### config.mk
export PLATFORM = sky130hd
export DESIGN_NAME = dram_cache_top
export DESIGN_NICKNAME = d
export VERILOG_FILES = /design/src/hdl/dram_cache_pkg.sv /design/src/hdl/dram_cache_top.sv /design/src/hdl/mem_cmd_sequencer.sv /design/src/hdl/tag_compare.sv /design/src/hdl/req_queue.sv
export SDC_FILE = /design/constraint.sdc
export NUM_CORES = 1
export LEC_CHECK = 0
export BUFFER_PORTS_ARGS = -buffer_cell sky130_fd_sc_hd__buf_2
export CAP_MARGIN = 15
export CORE_MARGIN = 2
export CORE_UTILIZATION = 50
export CTS_CLUSTER_SIZE = 16
export DETAILED_ROUTE_END_ITERATION = 10
export GPL_ROUTABILITY_DRIVEN = 0
export PLACE_DENSITY = 0.72
export SLEW_MARGIN = 30
export SYNTH_ARGS = -nofsm -noshare
export SYNTH_HDL_FRONTEND = slang
export SYNTH_SLANG_ARGS = --single-unit
### constraint.sdc
create_clock -name clk -period 7 [get_ports clk]
set_clock_uncertainty 0.1 [all_clocks]
set_input_delay 0 -clock clk [delete_from_list [all_inputs] [get_ports clk]]
set_output_delay 0 -clock clk [all_outputs]
set_load 0.05 [all_outputs]
### src/hdl/dram_cache_pkg.sv
package dram_cache_pkg;

	// address split is tag | index | offset
	localparam int ADDR_W   = 16;
	localparam int DATA_W   = 32;
	localparam int TID_W    = 4;
	localparam int TAG_W    = 6;
	localparam int INDEX_W  = 6;
	localparam int OFFSET_W = 4;

	typedef logic [ADDR_W-1:0] addr_t; // byte address
	typedef logic [DATA_W-1:0] data_t; // one cache word
	typedef logic [TID_W-1:0]  tid_t;
	typedef logic [TAG_W-1:0]  tag_t;

	typedef struct packed {
		logic  write; // 1 = write, 0 = read
		tid_t  tid;
		addr_t addr;
		data_t wdata; // only meaningful for writes
	} req_t;

	// line as returned by the memory controller
	typedef struct packed {
		logic  valid;
		logic  dirty;
		tag_t  tag;
		data_t data;
	} line_t;

	typedef struct packed {
		tid_t  tid;
		data_t data;
	} rd_resp_t;

	typedef struct packed {
		addr_t addr;
		data_t data;
	} fill_t;

	typedef struct packed {
		logic  fetch_en; // read miss, line has to come in
		logic  wb_en;    // victim was dirty
		tid_t  tid;
		addr_t fetch_addr;
		addr_t wb_addr;  // victim tag with request index/offset
		data_t wb_data;
	} miss_t;

	typedef struct packed {
		logic  is_write;
		tid_t  tid;
		addr_t addr;
		data_t data;
	} mem_cmd_t;

	typedef enum logic [2:0] {
		S_IDLE,
		S_RHIT,
		S_RMISS,
		S_WHIT,
		S_WMISS
	} cmp_state_e;

	typedef enum logic [1:0] {
		SQ_IDLE,
		SQ_WB,
		SQ_FETCH
	} seq_state_e;

endpackage
### src/hdl/dram_cache_top.sv
module dram_cache_top #(
	parameter int DEPTH = 4
) (
	input  logic                     clk,
	input  logic                     rst_n,
	input  logic                     req_valid_i,
	output logic                     req_ready_o,
	input  dram_cache_pkg::req_t     req_i,
	input  logic                     line_valid_i,
	output logic                     line_ready_o,
	input  dram_cache_pkg::line_t    line_i,
	output logic                     rd_valid_o,
	input  logic                     rd_ready_i,
	output dram_cache_pkg::rd_resp_t rd_resp_o,
	output logic                     fill_valid_o,
	input  logic                     fill_ready_i,
	output dram_cache_pkg::fill_t    fill_o,
	output logic                     cmd_valid_o,
	input  logic                     cmd_ready_i,
	output dram_cache_pkg::mem_cmd_t cmd_o
);
	import dram_cache_pkg::*;

	logic  q_valid;
	logic  q_ready;
	req_t  q_req;
	logic  miss_valid;
	logic  miss_ready;
	miss_t miss;

	req_queue #(.DEPTH(DEPTH)) u_req_queue (
		.clk         (clk),
		.rst_n       (rst_n),
		.in_valid_i  (req_valid_i),
		.in_ready_o  (req_ready_o),
		.in_i        (req_i),
		.out_valid_o (q_valid),
		.out_ready_i (q_ready),
		.out_o       (q_req)
	);

	// one request in flight here, lines arrive in request order
	tag_compare u_tag_compare (
		.clk          (clk),
		.rst_n        (rst_n),
		.req_valid_i  (q_valid),
		.req_ready_o  (q_ready),
		.req_i        (q_req),
		.line_valid_i (line_valid_i),
		.line_ready_o (line_ready_o),
		.line_i       (line_i),
		.rd_valid_o   (rd_valid_o),
		.rd_ready_i   (rd_ready_i),
		.rd_resp_o    (rd_resp_o),
		.fill_valid_o (fill_valid_o),
		.fill_ready_i (fill_ready_i),
		.fill_o       (fill_o),
		.miss_valid_o (miss_valid),
		.miss_ready_i (miss_ready),
		.miss_o       (miss)
	);

	mem_cmd_sequencer u_mem_cmd_sequencer (
		.clk          (clk),
		.rst_n        (rst_n),
		.miss_valid_i (miss_valid),
		.miss_ready_o (miss_ready),
		.miss_i       (miss),
		.cmd_valid_o  (cmd_valid_o),
		.cmd_ready_i  (cmd_ready_i),
		.cmd_o        (cmd_o)
	);

endmodule

### src/hdl/mem_cmd_sequencer.sv
module mem_cmd_sequencer (
	input  logic                     clk,
	input  logic                     rst_n,
	input  logic                     miss_valid_i,
	output logic                     miss_ready_o,
	input  dram_cache_pkg::miss_t    miss_i,
	output logic                     cmd_valid_o,
	input  logic                     cmd_ready_i,
	output dram_cache_pkg::mem_cmd_t cmd_o
);
	import dram_cache_pkg::*;

	seq_state_e state;
	seq_state_e state_n;
	miss_t      miss_q;
	logic       take;
	logic       cmd_fire;

	assign miss_ready_o = (state == SQ_IDLE);
	assign take         = miss_valid_i && miss_ready_o;
	assign cmd_valid_o  = (state != SQ_IDLE);
	assign cmd_fire     = cmd_valid_o && cmd_ready_i;

	// command is a pure function of state and the stored record
	always_comb begin
		cmd_o     = '0;
		cmd_o.tid = miss_q.tid;
		if (state == SQ_WB) begin
			cmd_o.is_write = 1'b1;
			cmd_o.addr     = miss_q.wb_addr;
			cmd_o.data     = miss_q.wb_data;
		end else begin
			cmd_o.is_write = 1'b0;
			cmd_o.addr     = miss_q.fetch_addr;
		end
	end

	always_comb begin
		state_n = state;
		case (state)
			SQ_IDLE: begin
				if (take) begin
					if (miss_i.wb_en)
						state_n = SQ_WB; // writeback goes out first
					else if (miss_i.fetch_en)
						state_n = SQ_FETCH;
				end
			end
			SQ_WB: begin
				if (cmd_fire)
					state_n = miss_q.fetch_en ? SQ_FETCH : SQ_IDLE;
			end
			SQ_FETCH: begin
				if (cmd_fire)
					state_n = SQ_IDLE;
			end
			default: state_n = SQ_IDLE;
		endcase
	end

	always_ff @(posedge clk) begin
		if (!rst_n)
			state <= SQ_IDLE;
		else
			state <= state_n;
	end

	always_ff @(posedge clk) begin
		if (take)
			miss_q <= miss_i;
	end

	a_cmd_stable: assert property (@(posedge clk) disable iff (!rst_n)
		(cmd_valid_o && !cmd_ready_i) |=> (cmd_valid_o && $stable(cmd_o)));

endmodule

### src/hdl/tag_compare.sv
module tag_compare (
	input  logic                     clk,
	input  logic                     rst_n,
	input  logic                     req_valid_i,
	output logic                     req_ready_o,
	input  dram_cache_pkg::req_t     req_i,
	input  logic                     line_valid_i,
	output logic                     line_ready_o,
	input  dram_cache_pkg::line_t    line_i,
	output logic                     rd_valid_o,
	input  logic                     rd_ready_i,
	output dram_cache_pkg::rd_resp_t rd_resp_o,
	output logic                     fill_valid_o,
	input  logic                     fill_ready_i,
	output dram_cache_pkg::fill_t    fill_o,
	output logic                     miss_valid_o,
	input  logic                     miss_ready_i,
	output dram_cache_pkg::miss_t    miss_o
);
	import dram_cache_pkg::*;

	cmp_state_e state;
	cmp_state_e state_n;
	logic       accept;
	logic       hit;
	logic       fill_done;
	logic       fill_done_n;
	logic       miss_done;
	logic       miss_done_n;
	logic       rd_done_n;
	rd_resp_t   rd_resp_q;
	fill_t      fill_q;
	miss_t      miss_q;
	miss_t      miss_n;

	// request and line are taken together or not at all
	assign accept       = (state == S_IDLE) && req_valid_i && line_valid_i;
	assign req_ready_o  = accept;
	assign line_ready_o = accept;

	assign hit = line_i.valid && (line_i.tag == req_i.addr[ADDR_W-1 -: TAG_W]);

	// miss record built straight from the incoming pair
	always_comb begin
		miss_n            = '0;
		miss_n.fetch_en   = !req_i.write;
		miss_n.wb_en      = line_i.dirty;
		miss_n.tid        = req_i.tid;
		miss_n.fetch_addr = req_i.addr;
		miss_n.wb_addr    = {line_i.tag, req_i.addr[INDEX_W+OFFSET_W-1:0]};
		miss_n.wb_data    = line_i.data;
	end

	assign rd_valid_o   = (state == S_RHIT);
	assign fill_valid_o = ((state == S_WHIT) || (state == S_WMISS)) && !fill_done;
	assign miss_valid_o = ((state == S_RMISS) || (state == S_WMISS)) && !miss_done;

	assign rd_resp_o = rd_resp_q;
	assign fill_o    = fill_q;
	assign miss_o    = miss_q;

	always_comb begin
		state_n     = state;
		fill_done_n = fill_done | (fill_valid_o & fill_ready_i);
		miss_done_n = miss_done | (miss_valid_o & miss_ready_i);
		rd_done_n   = rd_valid_o & rd_ready_i;

		case (state)
			S_IDLE: begin
				if (accept) begin
					if (req_i.write)
						state_n = hit ? S_WHIT : S_WMISS;
					else
						state_n = hit ? S_RHIT : S_RMISS;
					fill_done_n = !req_i.write; // only writes owe a fill
					// reads always owe the record on a miss, writes only if dirty
					miss_done_n = hit || (req_i.write && !line_i.dirty);
				end
			end
			S_RHIT: begin
				if (rd_done_n)
					state_n = S_IDLE;
			end
			S_RMISS: begin
				if (miss_done_n)
					state_n = S_IDLE;
			end
			S_WHIT: begin
				if (fill_done_n)
					state_n = S_IDLE;
			end
			S_WMISS: begin
				if (fill_done_n && miss_done_n)
					state_n = S_IDLE;
			end
			default: state_n = S_IDLE;
		endcase
	end

	always_ff @(posedge clk) begin
		if (!rst_n) begin
			state     <= S_IDLE;
			fill_done <= 1'b0;
			miss_done <= 1'b0;
		end else begin
			state     <= state_n;
			fill_done <= fill_done_n;
			miss_done <= miss_done_n;
		end
	end

	// payload captured on accept, held through the case state
	always_ff @(posedge clk) begin
		if (accept) begin
			rd_resp_q.tid  <= req_i.tid;
			rd_resp_q.data <= line_i.data;
			fill_q.addr    <= req_i.addr;
			fill_q.data    <= req_i.wdata;
			miss_q         <= miss_n;
		end
	end

	// each owed output holds its payload until the sink takes it
	a_rd_stable: assert property (@(posedge clk) disable iff (!rst_n)
		(rd_valid_o && !rd_ready_i) |=> (rd_valid_o && $stable(rd_resp_o)));

	a_fill_stable: assert property (@(posedge clk) disable iff (!rst_n)
		(fill_valid_o && !fill_ready_i) |=> (fill_valid_o && $stable(fill_o)));

	a_miss_stable: assert property (@(posedge clk) disable iff (!rst_n)
		(miss_valid_o && !miss_ready_i) |=> (miss_valid_o && $stable(miss_o)));

endmodule

### src/hdl/req_queue.sv
module req_queue #(
	parameter int DEPTH = 4
) (
	input  logic                 clk,
	input  logic                 rst_n,
	input  logic                 in_valid_i,
	output logic                 in_ready_o,
	input  dram_cache_pkg::req_t in_i,
	output logic                 out_valid_o,
	input  logic                 out_ready_i,
	output dram_cache_pkg::req_t out_o
);
	import dram_cache_pkg::*;

	localparam int PTR_W = (DEPTH > 1) ? $clog2(DEPTH) : 1;
	localparam int CNT_W = $clog2(DEPTH + 1);

	req_t             mem [DEPTH];
	logic [PTR_W-1:0] wr_ptr;
	logic [PTR_W-1:0] rd_ptr;
	logic [CNT_W-1:0] count;
	logic [CNT_W-1:0] count_n;
	logic             ready_q;
	logic             push;
	logic             pop;

	// wrap for any depth, not only powers of two
	function automatic logic [PTR_W-1:0] ptr_inc(input logic [PTR_W-1:0] p);
		return (p == PTR_W'(DEPTH - 1)) ? '0 : p + 1'b1;
	endfunction

	assign push    = in_valid_i && ready_q;
	assign pop     = out_valid_o && out_ready_i;
	assign count_n = count + CNT_W'(push) - CNT_W'(pop);

	assign in_ready_o  = ready_q; // registered, low through reset
	assign out_valid_o = (count != '0);
	assign out_o       = mem[rd_ptr];

	always_ff @(posedge clk) begin
		if (!rst_n) begin
			wr_ptr  <= '0;
			rd_ptr  <= '0;
			count   <= '0;
			ready_q <= 1'b0;
		end else begin
			if (push)
				wr_ptr <= ptr_inc(wr_ptr);
			if (pop)
				rd_ptr <= ptr_inc(rd_ptr);
			count   <= count_n;
			ready_q <= (count_n != CNT_W'(DEPTH)); // look ahead one cycle
		end
	end

	always_ff @(posedge clk) begin
		if (push)
			mem[wr_ptr] <= in_i;
	end

	a_no_overflow: assert property (@(posedge clk) disable iff (!rst_n)
		push |-> (count < CNT_W'(DEPTH)));

	a_out_stable: assert property (@(posedge clk) disable iff (!rst_n)
		(out_valid_o && !out_ready_i) |=> (out_valid_o && $stable(out_o)));

endmodule

# == Word-level counts from Yosys, hierarchy flattened ==
# Memory sizes are Yosys's and may differ from the RTL's. A register that Yosys moved wholly into a read port is not among the register bits.
# Cells that the tools add are included.
# word_totals
ff_bits,186
mem_bits_rw,212
inputBits,100
out_inout_bits,142
word_cells,102
n_memories,1
# classes
n_addsub,4
n_eq_ne,19
mux,29
n_bitwise,5
reduce_logical,24
# memory_table
memory,depth,width,rd,rd_ports_with_merged_regs,wr,line_no,source
u_req_queue.mem,4,53,1,1,1,req_queue.sv:18,req_t mem [DEPTH];
# ops
cell,count
2-to-1 mux 32 bit,1
2-to-1 mux 2 bit,11
2-to-1 mux 3 bit,7
2-to-1 mux 16 bit,1
case mux 3 bit (5 select lines),1
"inequality test 2 bit, second input constant",6
logical AND 1 bit,11
2-to-1 mux 1 bit,7
"equality test 2 bit, second input constant",3
"equality test 3 x 2 -> 1 bit, second input constant",2
equality test 6 bit,1
"inequality test 3 bit, second input constant",2
case mux 2 bit (3 select lines),1
AND reduction 5 bit,1
"adder 2 x 1 -> 2 bit, second input constant",2
logical NOT 1 bit,4
"inequality test 2 x 1 -> 1 bit, second input constant",2
AND reduction 4 bit,1
adder 3 x 1 -> 3 bit,1
bitwise AND 1 bit,3
"equality test 3 x 1 -> 1 bit, second input constant",1
"equality test 3 bit, second input constant",1
logical NOT 3 bit,1
logical OR 1 bit,3
other kinds (6),7

# == Depth between registers and ports, before layout ==
# logic_depth
ltp_word,8
ltp_mapped,11
depth_no_buf,10

# == Hierarchy ==
# Synthesis repeated with hierarchy kept, for this count alone.
# unflattened
cells_unflattened,674
area_unflattened_um2,14536.4
# modules_own_cells
mod,n_inst,cells_per_inst,area_per_inst_um2,seq_area_each_um2
req_queue,1,326,8225.4,6566.3
tag_compare,1,209,3676.0,2862.7
mem_cmd_sequencer,1,139,2635.0,2112.0

# == Least setup slack after synthesis ==
# Ideal clock, no wire load.
# synth_path
kind,flip-flop to flip-flop
from,register u_tag_compare.state[0]
to,"register u_tag_compare.fill_q (netlist bit u_tag_compare.fill_o[0]), enable pin"
setup_ns,0.703
arrival_ns,7.902
required_time_ns,6.197
path_slack_ns,-1.705
path_stages_with_launch,5
n_path_buf,1
period_less_slack_ns,8.705
cell_sequence,dfxtp_1 -> clkbuf_1 -> nor2b_1 -> nand2_1 -> nor3_1
# synth_via
elab_chain_len,3
# synth_rtl
item,line_no,source
"start, declared",tag_compare.sv:22,cmp_state_e state;
"start signal, assigned",tag_compare.sv:106,state <= state_n;
logical NOT 3 bit,tag_compare.sv:37,assign accept = (state == S_IDLE) && req_valid_i && line_valid_i;
logical AND 1 bit (2 in a row),tag_compare.sv:37,
net line_ready_o,dram_cache_top.sv:10,"output logic line_ready_o,"
"end, declared",tag_compare.sv:32,fill_t fill_q;
# The timed path passes the listed nets, and every way through them passes these cells.
# A chain may end at the register's enable or synchronous reset.

# == Final worst setup path ==
# layout_path
from,register u_tag_compare.state[0]
to,output line_ready_o
# layout_via
elab_chain_len,3
# layout_rtl
item,line_no
logical NOT 3 bit,tag_compare.sv:37
logical AND 1 bit (2 in a row),tag_compare.sv:37
"end, declared",dram_cache_top.sv:10
# No other way between the ends.

==> impl_metrics.json <==
{
  "area_growth_pct": 24.56,
  "overflow": 0,
  "synth_top_area_share_pct": 78.25,
  "run_status": "finished, final reports clean",
  "detail_route.wl_per_cell_um": 19.22,
  "finalCriticalPeriod_ns": 3.532,
  "groute.usage.overall_pct": 17.98,
  "clk-insertion-delay-late_ns": 0.52,
  "antenna_found_initial": 2,
  "synth_edf_count": 363,
  "setup.worst_path.end_class": "output pin",
  "clock.fmax_ghz": 0.2831,
  "drv.max_cap_violation_count": 0,
  "most_area_consuming_cells_after_synthesis": "edfxtp_1 78%, mux4_2 8.6%, buf_4 3.0%",
  "first_global_vias": 6975,
  "static-leakage-power_nw": 6.194,
  "ys_types": 43,
  "ctsResizeCount": 0,
  "dr_total_vias": 6750,
  "fin_cells": 1362,
  "final-max-slew-violation-count": 0,
  "grt_max_degree": 54,
  "irDropWorstVdd_v": 0.0002756,
  "worstPathRequired_ns": 6.90,
  "p_per_cell_area_nw_per_um2": 422.9,
  "io_buffers": 241,
  "yosysMostFrequentCell": "edfxtp_1",
  "startpoint_type": "register",
  "totalNegativeSetupSlack_ns": 0,
  "die_h_um": 170.9,
  "vias_per_cell": 4.956,
  "dp.cells": 1196,
  "postSynth.asyncResetShare_pct": 0,
  "maxSlewHeadroom_pct": 43.42,
  "rsz0062_at_grt": "no",
  "drive_above_1_share_pct": 37.68,
  "clockBufferDepth": 3,
  "layout_worst_path_cycle_share_pct": 50.46,
  "io_pins": 242,
  "synth_fp_nets": 761,
  "criticalPathCategory": "reg2out",
  "fp-row-count": 61,
  "nNetsFinal": 1066,
  "data_arrival_time_of_the_critical_path_ns": 3.43,
  "synth_top_flop_cell": "edfxtp_1",
  "clock-root-buffer": "clkbuf_16",
  "hold_class": "in2reg",
  "synthDominantAreaCellType": "edfxtp_1",
  "floorplan.initialDensity_pct": 50.42,
  "floorplan.core_area_um2": 27630,
  "ys.warnings.count": 0,
  "synth_area_per_cell_um2": 21.36,
  "fp.dieArea_um2": 29210,
  "syn_area_um2": 13930,
  "max_slew.worst_pin.slew_ns": 0.8486,
  "cts_tree": "built",
  "seq_area_frac_synth_pct": 80.70,
  "drt_pass1_iterations": 5,
  "drc": 0,
  "numClockSinks": 380,
  "postSynthRegisterBits": 380,
  "setup_violations": 0,
  "place.detailed.hpwl_um": 15270,
  "hold_viol_final": 0,
  "postRouteWirelength_um": 26180,
  "critPathMaxFanout": 49,
  "cts_max_level": 2,
  "ys_top_cells_by_count": "363 x edfxtp_1, 56 x buf_4, 53 x mux4_2, 36 x and2_1, 20 x clkbuf_1",
  "cts_setup_buffers": 0,
  "cts.reportedPaths.clkPinSlew_ns": 0.06,
  "clock_buffer_count_from_cts": 39,
  "floorplan.die.width_um": 170.9,
  "detail-route-antenna-nets": 0,
  "finalPower_mw": 7.337,
  "first_iter_violations": 433,
  "final_core_util_pct": 62.80,
  "grt_first_pass_wirelength_um": 39300,
  "syn-instance-count": 652
}
-- state kept, by name, summed over array words and instances (netlist names), named ones only --
register and flops:
u_mem_cmd_sequencer.cmd_o 4, u_mem_cmd_sequencer.miss_q 55, u_mem_cmd_sequencer.state 2, u_req_queue.count 3, u_req_queue.in_ready_o 1, u_req_queue.mem 212, u_req_queue.rd_ptr 2, u_req_queue.wr_ptr 2
u_tag_compare.fill_done 1, u_tag_compare.fill_o 38, u_tag_compare.miss_done 1, u_tag_compare.miss_o 18, u_tag_compare.rd_resp_o 36, u_tag_compare.state 3
-- critical path, stage by stage (launching register included) --
cell and delay [ns]:
dfxtp_1 0.41, nor2b_1 0.19, nand2_1 0.14, nor3_4 0.58
buf_4 0.55, buf_4 0.61, buf_2 0.38
-- cell type report --
cell class | instances | area [µm²]
Timing Repair Buffer | 350 | 2270
Inverter | 8 | 30.03
Sequential cell | 380 | 11250
Clock buffer | 49 | 1035
Clock inverter | 17 | 145.1
Antenna cell | 2 | 5.005
Fill cell | 1993 | 10280
Tap cell | 378 | 473.0
Multi-Input combinational cell | 178 | 2147
-- repair_timing --
action,4_1_cts,5_1_grt
hold endpoints to repair,268,0
setup endpoints to repair,0,0
hold buffers,98,0
-- metal layers --
layer / global-route usage (%) / vias up / share of wire, %
met1: 22.36 / 3362 / 40
met4: 4.679 / 0 / 1.8
li1: - / 3100 / -
met5: 0 / - / 0
met3: 4.603 / 37 / 7.6
met2: 31.63 / 251 / 50
-- through the flow --
step	worst slack (ns)	hold slack (ns)	instance area (µm²)
5_1_grt	3.251	0.05328	17350
3_5_place_dp	3.946	0.07872	15180
2_1_floorplan	1.567	-0.001131	13940
6_report	3.468	0.04811	17350
3_3_place_gp	4.012	0.07696	15180
4_1_cts	3.382	0.02761	17350
-- power breakdown --
part | internal (mW) | switching, mW | leakage, nW | total, mW
Sequential | 3.14 | 0.200 | 3.46 | 3.34
Combinational | 0.572 | 1.51 | 2.16 | 2.08
Clock | 1.12 | 0.794 | 0.576 | 1.91
Total | 4.83 | 2.50 | 6.19 | 7.34
-- cells in the final DEF (no fill, tap or decap), types with 3 or more instances in the layout --
master / synthesis / layout
and2_1: 36 / 36
clkbuf_1: 20 / 9
nor3_1: 5 / 4
dlygate4sd3_1: 0 / 98
buf_2: 4 / 241
clkinv_2: 0 / 6
nand2_1: 8 / 8
and3_2: 0 / 4
nor2_1: 4 / 4
nor2b_1: 8 / 7
ha_1: 8 / 8
nand2b_1: 3 / 3
buf_4: 56 / 11
edfxtp_1: 363 / 363
nor3b_1: 3 / 3
clkinv_1: 0 / 6
dfxtp_1: 17 / 15
nand3_1: 4 / 4
mux4_2: 53 / 53
xnor2_1: 6 / 6
clkbuf_16: 0 / 40
mux2_1: 6 / 6
inv_1: 8 / 8
a21oi_1: 3 / 3
xor2_1: 3 / 3
-- cell families (layout without fill, tap and decap cells) --
logic type | Yosys count | after routing | share of synthesized area, %
xor+xnor | 9 | 9 | 0.5659
fa+ha+maj | 9 | 9 | 0.8623
flops | 380 | 380 | 80.70
compound gates | 15 | 15 | 0.9161
other cells | 0 | 2 | 0
buf+inv | 94 | 424 | 4.132
simple gates | 83 | 83 | 3.548
mux | 62 | 62 | 9.279
-- worst paths after layout --
kind	endpoint	slack, ns	cells past startpoint	from
setup / recovery	line_ready_o	3.47	6	u_tag_compare.state[0]
hold / removal	u_tag_compare.miss_done	0.05	5	line_valid_i
setup reg to reg	u_tag_compare.rd_resp_o[25]	3.97	5	u_tag_compare.state[0]
hold reg to reg	u_mem_cmd_sequencer.miss_q[45]	0.32	0	u_tag_compare.miss_o[45]
Note: power is estimated with default switching activity, not from simulation.
